$ cat src/hdl/ahbl_pkg.sv
/*
 * Shared constants for the AHB-Lite fill and check subsystem.
 * Holds bus widths, transfer and burst codes, the APB register map and the
 * bit positions of the monitor's sticky violation flags.
 */
package ahbl_pkg;

	// Default bus widths, one word each
	localparam int AHB_ADDR_W = 32;
	localparam int AHB_DATA_W = 32;

	// HTRANS codes, the engine never issues BUSY
	localparam logic [1:0] HTRANS_IDLE = 2'b00;
	localparam logic [1:0] HTRANS_NSEQ = 2'b10;
	localparam logic [1:0] HTRANS_SEQ  = 2'b11;

	// Only undefined-length incrementing bursts are used
	localparam logic [2:0] HBURST_INCR = 3'b001;

	// APB register byte offsets
	localparam logic [7:0] REG_CTRL    = 8'h00;
	localparam logic [7:0] REG_BASE    = 8'h04;
	localparam logic [7:0] REG_COUNT   = 8'h08;
	localparam logic [7:0] REG_PATTERN = 8'h0c;
	localparam logic [7:0] REG_STATUS  = 8'h10;
	localparam logic [7:0] REG_RESULT  = 8'h14;
	localparam logic [7:0] REG_XFER    = 8'h18;
	localparam logic [7:0] REG_STALL   = 8'h1c;
	localparam logic [7:0] REG_VIOL    = 8'h20;

	// Bit positions inside the 6-bit violation word
	localparam int VIOL_ALIGN    = 0;
	localparam int VIOL_SIZE     = 1;
	localparam int VIOL_HOLD     = 2;
	localparam int VIOL_SEQ_IDLE = 3;
	localparam int VIOL_SEQ_ADDR = 4;
	localparam int VIOL_WDATA    = 5;

endpackage

$ cat src/hdl/apb_regs.sv
/*
 * APB register block of the fill and check engine.
 * Holds the burst configuration, the done flag and irq, and decodes
 * register reads from the engine and the bus monitor without wait states.
 */
module apb_regs (
	input  logic                            clk,
	input  logic                            rst_n,
	input  logic [7:0]                      paddr,
	input  logic                            psel,
	input  logic                            penable,
	input  logic                            pwrite,
	input  logic [31:0]                     pwdata,
	output logic [31:0]                     prdata,
	input  logic                            busy,
	input  logic                            done_pulse,
	input  logic [ahbl_pkg::AHB_DATA_W-1:0] result_sum,
	input  logic [15:0]                     nseq_count,
	input  logic [15:0]                     seq_count,
	input  logic [31:0]                     stall_count,
	input  logic [5:0]                      viol_flags,
	output logic                            start_pulse,
	output logic                            mode_write,
	output logic [2:0]                      xfer_size,
	output logic [ahbl_pkg::AHB_ADDR_W-1:0] base_addr,
	output logic [15:0]                     beat_count,
	output logic [ahbl_pkg::AHB_DATA_W-1:0] pattern,
	output logic                            clear_counts,
	output logic [5:0]                      viol_clear,
	output logic                            irq
);
	import ahbl_pkg::*;

	logic                  wr_access;
	logic                  start_q;
	logic                  mode_q;
	logic [2:0]            size_q;
	logic [AHB_ADDR_W-1:0] base_q;
	logic [15:0]           count_q;
	logic [AHB_DATA_W-1:0] pattern_q;
	logic                  done_q;

	// Writes land at the end of the access cycle
	assign wr_access = psel && penable && pwrite;

	always_ff @(posedge clk or negedge rst_n) begin
		if (!rst_n) begin
			start_q   <= 1'b0;
			mode_q    <= 1'b0;
			size_q    <= 3'd0;
			base_q    <= '0;
			count_q   <= 16'd0;
			pattern_q <= '0;
			done_q    <= 1'b0;
		end else begin
			// Start bit self-clears after one cycle, ignored while a burst runs
			start_q <= wr_access && (paddr == REG_CTRL) && pwdata[0] && !busy;
			if (wr_access) begin
				case (paddr)
					REG_CTRL: begin
						mode_q <= pwdata[1];
						size_q <= pwdata[4:2];
					end
					REG_BASE:    base_q    <= pwdata[AHB_ADDR_W-1:0];
					REG_COUNT:   count_q   <= pwdata[15:0];
					REG_PATTERN: pattern_q <= pwdata[AHB_DATA_W-1:0];
					default: ;
				endcase
			end
			// Completion sets done, a write of 1 to bit 1 clears it
			if (done_pulse)
				done_q <= 1'b1;
			else if (wr_access && (paddr == REG_STATUS) && pwdata[1])
				done_q <= 1'b0;
		end
	end

	// Engine controls
	assign start_pulse  = start_q;
	assign clear_counts = start_q;
	assign mode_write   = mode_q;
	assign xfer_size    = size_q;
	assign base_addr    = base_q;
	assign beat_count   = count_q;
	assign pattern      = pattern_q;
	assign irq          = done_q;

	// Write-1 clear mask for the monitor flags
	assign viol_clear = (wr_access && (paddr == REG_VIOL)) ? pwdata[5:0] : 6'd0;

	// Read mux, valid in the access cycle
	always_comb begin
		case (paddr)
			REG_CTRL:    prdata = {27'd0, size_q, mode_q, start_q};
			REG_BASE:    prdata = 32'(base_q);
			REG_COUNT:   prdata = {16'd0, count_q};
			REG_PATTERN: prdata = 32'(pattern_q);
			REG_STATUS:  prdata = {30'd0, done_q, busy};
			REG_RESULT:  prdata = 32'(result_sum);
			REG_XFER:    prdata = {seq_count, nseq_count};
			REG_STALL:   prdata = stall_count;
			REG_VIOL:    prdata = {26'd0, viol_flags};
			default:     prdata = 32'd0;
		endcase
	end

endmodule

$ cat config.mk
export PLATFORM = sky130hd
export DESIGN_NAME = apb_regs
export DESIGN_NICKNAME = d
export VERILOG_FILES = /design/src/hdl/ahbl_pkg.sv /design/src/hdl/apb_regs.sv
export SDC_FILE = /design/constraint.sdc
export NUM_CORES = 1
export LEC_CHECK = 0
export BUFFER_PORTS_ARGS = -buffer_cell sky130_fd_sc_hd__buf_2
export CAP_MARGIN = 0
export CORE_ASPECT_RATIO = 2
export CORE_MARGIN = 5
export CORE_UTILIZATION = 40
export DETAILED_ROUTE_END_ITERATION = 8
export PLACE_DENSITY = 0.8
export SYNTH_ARGS = -nofsm -noshare
export SYNTH_HDL_FRONTEND = slang
export SYNTH_SLANG_ARGS = --single-unit
$ cat constraint.sdc
create_clock -name clk -period 3.1 [get_ports clk]
set_input_delay 0.62 -clock clk [delete_from_list [all_inputs] [get_ports clk]]
set_output_delay 0.62 -clock clk [all_outputs]
set_load 0.01 [all_outputs]
==> flow_summary_export.csv <==
group,metric,value,unit
pwr,power_density,396.7,mW/mm^2
clock_network,clk_pin_slew,70,ps
layout,final_cell_mix,"buf_2, mux2_2, dfrtp_1",
yosys,postSynthCellCount,400,
critical_path,cp_max_fo,18,
critical_path,crit_type,"in2out",
grt,grt_max_degree,37,
pwr,ir_drop,0.3760,mV
die,start_util,0.4049,
detailed_routing,drt_drc_violations_left,0,
hold_path,worstHoldPathType,"in2async",
grt,grt_pass1_vias,5048,
grt,antenna_found_initial,2,
die,num_io_pins,274,
die,die_width,88.10,um
grt,grt_overflow,0,
yosys,syn_nets,549,
sta,clock_skew,0,ps
yosys,yosys_warnings,0,
yosys,syn_area,0.004880,sq mm
detailed_routing,vias,4669,
clock_network,cts_setup_buffers,0,
die,die_y,166.2,um
die,rows,57,
yosys,yosys_register_bits,86,
pwr,p_leak,3.858,nW
run_status,outcome,"completed",
clock_network,cts_tree,"built",
yosys,async_reset_ff_frac,1.000,
clock_network,cts_root_buffer,"clkbuf_16",
die,die_area,0.01464,sq mm
critical_path,max_stage_delay,380,ps
sta,worst_pin_slew,484.5,ps
clock_network,htreeDepth,3,
layout,final_common_cell,"buf_2",
critical_path,start_kind,"primary input",
detailed_routing,avgViaCountPerCell,5.612,
sta,period_minus_slack,2928,ps
detailed_routing,routed_wl,18450,um
yosys,synth_cell_type_count,43,
sta,fin_ws,172.3,ps
clock_network,clk_latency,340,ps
sta,timing.final.crit_share,0.9444,
grt,grt_use_met3,0.04469,
sta,hold_viol,0,
placed_design,gp_congestion,0.9086,
sta,setup_tns,0,ps
sta,fmax,341.6,MHz
critical_path,slowest_stage,"nor4b_2",
grt,grt_pass1_wl,27630,um
sta,rsz0062_at_grt,"false",
layout,fillCellCount,1059,
critical_path,crit_arrival,2310,ps
clock_network,cts_resized,0,
layout,syn2layout_area_growth,40.33,%
placed_design,pre_cts_ws,169.9,ps
clock_network,hold_buffers,0,
layout,nets,827,
clock_network,cts_buffers,9,
die,core,0.01205,sq mm
layout,regArea,0.002152,sq mm
placed_design,io_buffer_count,273,
yosys,synth_edf_count,0,
detailed_routing,detail_route.iter0.violations,218,
critical_path,path_cells,"buf_2, nor4b_2, buf_4, and2_0, a22oi_1, o221ai_1, buf_2",
yosys,ys_seq_area_frac,0.4410,
detailed_routing,drtPass1Iterations,4,
sta,relSlewSlack,0.6770,
grt,grtUsageMet1,0.2617,
critical_path,end_kind,"output pin",
critical_path,crit_required,2480,ps
job,maxCapViolations,0,
layout,layout-drive-gt1-share,0.6296,
detailed_routing,wl_per_cell,22.17,um
grt,busiest_layer,"met2",
grt,grt_use_met2,0.4632,
critical_path,cp_common_cell,"buf_2",
sta,drv_slew,0,
yosys,synthFlopType,"dfrtp_1",
clock_network,cts.path.max_buffers,2,
yosys,syn_area_per_cell,12.20,sq um
detailed_routing,final_antenna_net_count,0,
placed_design,hpwl,14800,um
grt,track_usage,0.2490,
sta,setup_viol,0,
clock_network,cts.sinks,86,
layout,multi_input_area,0.002579,sq mm
## critical path, delay by kind of cell
family / cells / cell delay (ps)
buffers and inverters: 3 / 570
and+or+nand+nor: 2 / 760
AOI/OAI and AO/OA: 2 / 340
## flip-flops by register name, summed over array words and instances (netlist names)
signal / count
base_addr: 32
pattern: 32
beat_count: 16
xfer_size: 3
clear_counts: 1
irq: 1
mode_write: 1
## worst paths after layout
kind,slack [ps],cells past startpoint,startpoint,to
max,170,7,paddr[2],prdata[1]
min,240,1,rst_n,base_addr[21]
max reg2reg,2260,1,pattern[2],pattern[2]
min reg2reg,510,1,irq,irq
max in group asynchronous,2100,2,rst_n,pattern[2]
min in group clk,460,2,busy,clear_counts
## cells in the mapped netlist, types with 2 or more instances
| cell | n | share of area |
|---|---|---|
| mux2_2 | 101 | 0.23 |
| dfrtp_1 | 86 | 0.44 |
| mux2i_1 | 30 | 0.062 |
| buf_2 | 16 | 0.016 |
| a22o_1 | 15 | 0.027 |
| a22oi_1 | 12 | 0.018 |
| nand2_1 | 12 | 0.0092 |
| clkbuf_1 | 11 | 0.0085 |
| nand3_1 | 10 | 0.010 |
| o21ai_0 | 10 | 0.010 |
| a2bb2oi_1 | 8 | 0.014 |
| mux4_2 | 8 | 0.037 |
| nor2_1 | 8 | 0.0062 |
| and2_1 | 6 | 0.0077 |
| and3_1 | 5 | 0.0064 |
| buf_1 | 5 | 0.0038 |
| o22ai_1 | 5 | 0.0064 |
| a211oi_1 | 4 | 0.0062 |
| a21oi_1 | 4 | 0.0041 |
| a221o_1 | 4 | 0.0082 |
| a221oi_1 | 4 | 0.0072 |
| nor3_1 | 4 | 0.0041 |
| a31oi_1 | 3 | 0.0038 |
| a32oi_1 | 3 | 0.0054 |
| nand4_1 | 3 | 0.0038 |
| nor2b_1 | 3 | 0.0038 |
| a21o_1 | 2 | 0.0031 |
| nor4_1 | 2 | 0.0026 |
| o221ai_1 | 2 | 0.0036 |
## metal layers
| layer | vias to the layer above | routed length, um |
|---|---|---|
| li1 | 2096 | - |
| met1 | 2295 | 6269 |
| met2 | 223 | 10290 |
| met3 | 53 | 1177 |
| met4 | 2 | 701 |
| met5 | - | 13 |
## report_power, final
part	switching, W	leakage, nW	total [W]	internal, W
Sequential	0.0000140	1.19	0.00115	0.00114
Combinational	0.000172	2.50	0.000337	0.000166
Clock	0.000436	0.164	0.00123	0.000791
Total	0.000621	3.86	0.00272	0.00210
## metrics by stage
| stage | utilization | hold WS, ps | power (W) | cell area, sq um | instances |
|---|---|---|---|---|---|
| 2_1_floorplan | - | 324.4 | 0.001313 | 4880 | 400 |
| 4_1_cts | 0.5677 | 240.0 | 0.002742 | 6843 | 830 |
| 3_5_place_dp | 0.5395 | 490.5 | 0.001512 | 6502 | 814 |
| 5_1_grt | 0.5679 | 270.0 | 0.002800 | 6845 | 831 |
| 6_report | 0.5682 | 235.9 | 0.002717 | 6848 | 832 |
| 3_3_place_gp | 0.5395 | 504.3 | 0.001503 | 6502 | 814 |
## layout make-up
| cell class | instances | share of cell area |
|---|---|---|
| clock inverter | 5 | 0.01571 |
| antenna | 2 | 0.0007309 |
| tap | 147 | 0.02686 |
| clock buffer | 11 | 0.03398 |
| sequential | 86 | 0.3143 |
| timing repair buffer | 300 | 0.2313 |
| inverter | 1 | 0.0005481 |
| multi-input combinational | 280 | 0.3766 |
## logic make-up after synthesis
family                 synth area share
flip-flops                       0.4410
buffers and inverters           0.03103
AND/OR/NAND/NOR                 0.07411
multiplexers                     0.3338
AO/OA/AOI/OAI                    0.1200
Note: power is estimated with default switching activity, not from simulation.
