### src/hdl/ahbl_pkg.sv
/*
 * Shared constants for the AHB-Lite fill and check subsystem.
 * Holds bus widths, transfer and burst codes, the APB register map and the
 * bit positions of the monitor's sticky violation flags.
 */
package ahbl_pkg;

	// Default bus widths, one word each
	localparam int AHB_ADDR_W = 32;
	localparam int AHB_DATA_W = 32;

	// HTRANS codes, the engine never issues BUSY
	localparam logic [1:0] HTRANS_IDLE = 2'b00;
	localparam logic [1:0] HTRANS_NSEQ = 2'b10;
	localparam logic [1:0] HTRANS_SEQ  = 2'b11;

	// Only undefined-length incrementing bursts are used
	localparam logic [2:0] HBURST_INCR = 3'b001;

	// APB register byte offsets
	localparam logic [7:0] REG_CTRL    = 8'h00;
	localparam logic [7:0] REG_BASE    = 8'h04;
	localparam logic [7:0] REG_COUNT   = 8'h08;
	localparam logic [7:0] REG_PATTERN = 8'h0c;
	localparam logic [7:0] REG_STATUS  = 8'h10;
	localparam logic [7:0] REG_RESULT  = 8'h14;
	localparam logic [7:0] REG_XFER    = 8'h18;
	localparam logic [7:0] REG_STALL   = 8'h1c;
	localparam logic [7:0] REG_VIOL    = 8'h20;

	// Bit positions inside the 6-bit violation word
	localparam int VIOL_ALIGN    = 0;
	localparam int VIOL_SIZE     = 1;
	localparam int VIOL_HOLD     = 2;
	localparam int VIOL_SEQ_IDLE = 3;
	localparam int VIOL_SEQ_ADDR = 4;
	localparam int VIOL_WDATA    = 5;

endpackage

### src/hdl/ahbl_master_monitor.sv
/*
 * Passive AHB-Lite master monitor.
 * Tracks the data phase, counts NONSEQ and SEQ beats and stall cycles, and
 * latches sticky protocol violation flags with one cycle of latency.
 */
module ahbl_master_monitor #(
	parameter int ADDR_W = ahbl_pkg::AHB_ADDR_W,
	parameter int DATA_W = ahbl_pkg::AHB_DATA_W
) (
	input  logic              clk,
	input  logic              rst_n,
	input  logic [ADDR_W-1:0] haddr,
	input  logic              hwrite,
	input  logic [1:0]        htrans,
	input  logic [2:0]        hsize,
	input  logic [2:0]        hburst,
	input  logic [DATA_W-1:0] hwdata,
	input  logic              hready,
	input  logic              clear_counts,
	input  logic [5:0]        viol_clear,
	output logic [15:0]       nseq_count,
	output logic [15:0]       seq_count,
	output logic [31:0]       stall_count,
	output logic [5:0]        viol_flags
);
	import ahbl_pkg::*;

	// htrans, hwrite, haddr, hsize, hburst
	localparam int REQ_W = 2 + 1 + ADDR_W + 3 + 3;

	logic              dph_active;
	logic              dph_write;
	logic [ADDR_W-1:0] dph_addr;
	logic [2:0]        dph_size;
	logic              stalled_q;
	logic              hready_q;
	logic [REQ_W-1:0]  req_q;
	logic [DATA_W-1:0] hwdata_q;
	logic [REQ_W-1:0]  req_now;
	logic              req_active;
	logic [5:0]        viol_now;

	assign req_now    = {htrans, hwrite, haddr, hsize, hburst};
	assign req_active = (htrans != HTRANS_IDLE);

	always_comb begin
		viol_now = 6'd0;
		// Natural alignment and size checks on any active request
		if (req_active) begin
			viol_now[VIOL_ALIGN] = |(haddr & ~({ADDR_W{1'b1}} << hsize));
			viol_now[VIOL_SIZE]  = (8 << hsize) > DATA_W;
		end
		// Stalled request must not move or drop
		viol_now[VIOL_HOLD] = stalled_q && (req_now != req_q);
		if (htrans == HTRANS_SEQ) begin
			viol_now[VIOL_SEQ_IDLE] = !dph_active;
			// INCR only, one size unit past the beat now in data phase
			viol_now[VIOL_SEQ_ADDR] = haddr != dph_addr + (ADDR_W'(1) << dph_size);
		end
		// Same write data phase as last cycle, data must hold
		viol_now[VIOL_WDATA] = dph_active && dph_write && !hready_q && (hwdata != hwdata_q);
	end

	always_ff @(posedge clk or negedge rst_n) begin
		if (!rst_n) begin
			dph_active  <= 1'b0;
			dph_write   <= 1'b0;
			dph_addr    <= '0;
			dph_size    <= 3'd0;
			stalled_q   <= 1'b0;
			hready_q    <= 1'b1;
			nseq_count  <= 16'd0;
			seq_count   <= 16'd0;
			stall_count <= 32'd0;
			viol_flags  <= 6'd0;
		end else begin
			if (hready) begin
				dph_active <= req_active;
				dph_write  <= hwrite;
				dph_addr   <= haddr;
				dph_size   <= hsize;
			end
			stalled_q  <= req_active && !hready;
			hready_q   <= hready;
			viol_flags <= (viol_flags & ~viol_clear) | viol_now;
			if (clear_counts) begin
				nseq_count  <= 16'd0;
				seq_count   <= 16'd0;
				stall_count <= 32'd0;
			end else begin
				// Beats count when their address phase is accepted
				if (hready && (htrans == HTRANS_NSEQ))
					nseq_count <= nseq_count + 16'd1;
				if (hready && (htrans == HTRANS_SEQ))
					seq_count <= seq_count + 16'd1;
				if (dph_active && !hready)
					stall_count <= stall_count + 32'd1;
			end
		end
	end

	// Previous-cycle copies for the hold checks
	always_ff @(posedge clk) begin
		req_q    <= req_now;
		hwdata_q <= hwdata;
	end

endmodule

### config.mk
export PLATFORM = sky130hd
export DESIGN_NAME = ahbl_master_monitor
export DESIGN_NICKNAME = d
export VERILOG_FILES = /design/src/hdl/ahbl_pkg.sv /design/src/hdl/ahbl_master_monitor.sv
export SDC_FILE = /design/constraint.sdc
export NUM_CORES = 1
export LEC_CHECK = 0
export BUFFER_PORTS_ARGS = -buffer_cell sky130_fd_sc_hd__buf_2
export CORE_MARGIN = 5
export CORE_UTILIZATION = 30
export CTS_BUF_LIST = sky130_fd_sc_hd__clkbuf_8
export CTS_CLUSTER_SIZE = 25
export DETAILED_ROUTE_END_ITERATION = 7
export GPL_ROUTABILITY_DRIVEN = 1
export SLEW_MARGIN = 20
export SYNTH_ARGS = -nofsm -noshare
export SYNTH_HDL_FRONTEND = slang
export SYNTH_SLANG_ARGS = --single-unit
### constraint.sdc
create_clock -name clk -period 5.05 [get_ports clk]
set_clock_uncertainty 0.2 [all_clocks]
set_input_delay 0.505 -clock clk [delete_from_list [all_inputs] [get_ports clk]]
set_output_delay 0.505 -clock clk [all_outputs]
set_load 0.05 [all_outputs]
==> impl_metrics.py <==
metrics = {
    "grt": {
        "grt_start_max_net_pins": 75,
        "met1_usage": 0.175,
        "grt-busiest-layer": "met2",
        "grt_overflow_total": 0,
        "antenna_found_initial": 1,
        "grt_usage": 0.132,
        "grt_use_met3": 0.0296,
        "grt_pass1_vias": 6229,
        "use_met2": 0.217,
        "grt_first_pass_wirelength_mm": 32.9,
    },
    "synthesis": {
        "ys_warn_count": 0,
        "synth_cells": 798,
        "ys_types": 63,
        "synth_top_area_cell": "dfrtp_1",
        "syn_nets": 893,
        "synth_most_common_cell": "xor2_1",
        "ys_seq_area_frac": 0.498,
        "synth_flop_cell": "dfrtp_1",
        "async_reset_ff_frac": 0.599,
        "synth_seq_cells": 182,
        "synth_commonest_cells": "xor2_1 (116), dfrtp_1 (108), nor2_1 (79), dfxtp_1 (73), xnor2_1 (61)",
        "synth_top_area_frac": 0.321,
        "ys_top_cells_by_area": "dfrtp_1 (32%), dfxtp_1 (17%), xor2_1 (12%)",
        "syn_avg_cell_area_um2": 10.5,
        "synth_edf_count": 0,
        "syn-cell-area_mm2": 0.00841,
    },
    "clock_tree": {
        "clk_pin_slew_ps": 90,
        "cts_resized": 0,
        "clock_latency_ps": 460,
        "cts_max_level": 4,
        "clock_sinks": 182,
        "cts_tree": "yes",
        "clk_path_buf_depth": 2,
        "cts_buffers": 17,
        "root_buffer": "clkbuf_8",
        "post_cts_buffers": 0,
    },
    "drt": {
        "wl_mm": 21.1,
        "vias": 6423,
        "wl_per_cell_um": 15.0,
        "antenna_left": 0,
        "drtIter0Drc": 376,
        "avgViaCountPerCell": 4.59,
        "first_pass_iters": 4,
        "drc": 0,
    },
    "critical_path": {
        "critPathKind": "reg -> reg",
        "path_buf_inv": 0,
        "cp_data_arrival_time_ps": 3480,
        "worst_path_largest_cell_delay_ps": 470,
        "worstPathMaxFanout": 9,
        "cp_data_required_time_ps": 5170,
        "cpMostUsedCell": "nor4_1",
        "path_cells": "nor3_1, ha_1, fa_1, xor2_1, nor4_1, nand3_1, nor4_1, o211ai_1, nor4_1, a41oi_1",
        "end_kind": "flop",
        "cpLargestDelayFamily": "simple AND/OR/NAND/NOR gates",
        "cpMaxStageDelayCell": "dfrtp_1",
        "startpoint_type": "flop",
    },
    "timing": {
        "fin_crit_ps": 3370,
        "fmaxAchievable_mhz": 297,
        "period_share": 0.666,
        "worst_pin_slew_ps": 667,
        "rsz0062_at_grt": "no",
        "slew_viol_final": 0,
        "hold_viol": 0,
        "setup_viol": 0,
        "slew_headroom": 0.554,
        "fin_setup_tns_ps": 0,
    },
    "power": {
        "clockPowerShare": 0.331,
        "seqPwrFrac": 0.522,
        "irDropWorstVdd_mv": 0.164,
        "p_comb_frac": 0.147,
        "p_switching_uw": 879,
        "power-per-cell-area_mw_per_mm2": 286,
        "p_sw_frac": 0.291,
        "internal_power_uw": 2140,
        "total_leakage_power_uw": 0.00463,
    },
    "floorplan": {
        "die-area_mm2": 0.0315,
        "die_w_um": 177,
        "rows": 61,
        "ios": 153,
        "die_h_um": 177,
        "core_mm2": 0.0277,
        "start_util": 0.304,
    },
    "finish": {
        "final_layout_size_suffix_gt1_frac": 0.233,
        "nets": 1103,
        "area_delta_synth_final_pct": 25.7,
        "fillers": 2767,
        "fin_cells": 1400,
        "fin_area_mm2": 0.0106,
    },
    "placement": {
        "place_hpwl_mm": 15.5,
        "place_congestion": 0.882,
        "dpl-instance-area_mm2": 0.00959,
        "dp_cells": 1310,
        "portBuffers": 152,
    },
    "hold_path": {
        "hold_class": "in -> reg",
    },
    "run": {
        "max_cap_violations": 0,
    },
    "outcome": {
        "status": "finished clean",
    },
}
==> routing by layer <==
metal | part of all wire | wire length [µm] | up-vias
met1 | 0.46 | 9660 | 3074
met3 | 0.053 | 1110 | 16
met2 | 0.47 | 10000 | 153
met5 | 0 | 0 | -
li1 | - | - | 3180
met4 | 0.013 | 283 | 0
==> per-stage QoR <==
stage               worst slack (ps)  hold WS [ps]   util  power (µW)
floorplan                       2090          9.41      -        1860
global placement                1860           293  0.346        2010
detailed placement              1740           299  0.346        2020
CTS                             1730         0.355  0.377        3060
global route                    1420          3.24  0.382        3180
finish                          1680          35.3  0.382        3020
==> flip-flops by register name, indices dropped and copies added (netlist names) <==
signal and flops:
req_q 41, dph_addr 32, hwdata_q 32, stall_count 32, nseq_count 16, seq_count 16, viol_flags 6, dph_size 3
dph_active 1, dph_write 1, hready_q 1, stalled_q 1
==> path summary, 6_finish.rpt <==
check	to	cells past startpoint	slack, ps	from
setup / recovery	viol_flags[4]$_DFF_PN0_	10	1680	dph_size[1]$_DFFE_PN0P_
hold / removal	req_q[34]$_DFF_P_	1	40	haddr[28]
setup reg to reg	viol_flags[4]$_DFF_PN0_	10	1680	dph_size[1]$_DFFE_PN0P_
hold reg to reg	viol_flags[3]$_DFF_PN0_	1	320	dph_active$_DFFE_PN0P_
max in group asynchronous	hready_q$_DFF_PN1_	4	3210	rst_n
min in group asynchronous	dph_addr[30]$_DFFE_PN0P_	2	290	rst_n
==> area by class of cell <==
cell class              instances  area, µm²  share of cell area
clock buffers                  18        248              0.0234
diodes                          1       2.50            0.000237
inverters                      17       63.8             0.00604
well taps                     378        473              0.0447
repair buffers                213       1380               0.131
flip-flops and latches        182       4190               0.396
clock inverters                14        140              0.0133
multi-input cells             577       4070               0.385
==> kinds of logic (layout without fill, tap and decap cells) <==
kind of cell / after synthesis / in the layout / share of synthesized area
flops: 182 / 182 / 0.498
compound gates: 72 / 72 / 0.0565
fa+ha+maj: 12 / 12 / 0.0187
buf+inv: 39 / 262 / 0.0177
other cells: 0 / 1 / 0
mux: 39 / 39 / 0.0516
xor+xnor: 177 / 177 / 0.184
simple gates: 277 / 277 / 0.173
==> cells in the final DEF (no fill, tap or decap), drive strengths merged, types with 2 or more instances in the layout <==
master	count
nor3b	5
o211ai	3
clkbuf	18
nand2	48
nand4	25
nand3	37
a21oi	22
xor2	116
and4	5
a31oi	3
or3	10
o22ai	4
and3b	2
nor3	14
nor4	25
a21o	3
inv	28
o32ai	3
mux2i	4
o2111a	2
nor2b	4
ha	11
o21ai	16
or2	2
buf	157
dfxtp	73
mux2	35
and3	14
dlygate4sd3	56
and2	2
nor2	79
dfrtp	108
o221ai	2
xnor2	61
o2111ai	3
==> worst register-to-register path: stages, from the launching register on <==
cell	delay, ps
dfrtp_1	470
nor3_1	240
ha_1	230
fa_1	440
xor2_1	170
nor4_1	390
nand3_1	190
nor4_1	330
o211ai_1	140
nor4_1	270
a41oi_1	170
==> repair_timing <==
action | in CTS | in global routing
hold buffers | 47 | 9
hold endpoints to repair | 47 | 32
setup endpoints to repair | 0 | 0
==> power groups by stage <==
stage / logic (µW) / clock network, µW / registers (µW)
floorplan: 249 / 0 / 1610
global placement: 409 / 0 / 1600
detailed placement: 412 / 0 / 1610
CTS: 442 / 1040 / 1580
global route: 489 / 1100 / 1580
finish: 445 / 1000 / 1580
Note: power is estimated with default switching activity, not from simulation.
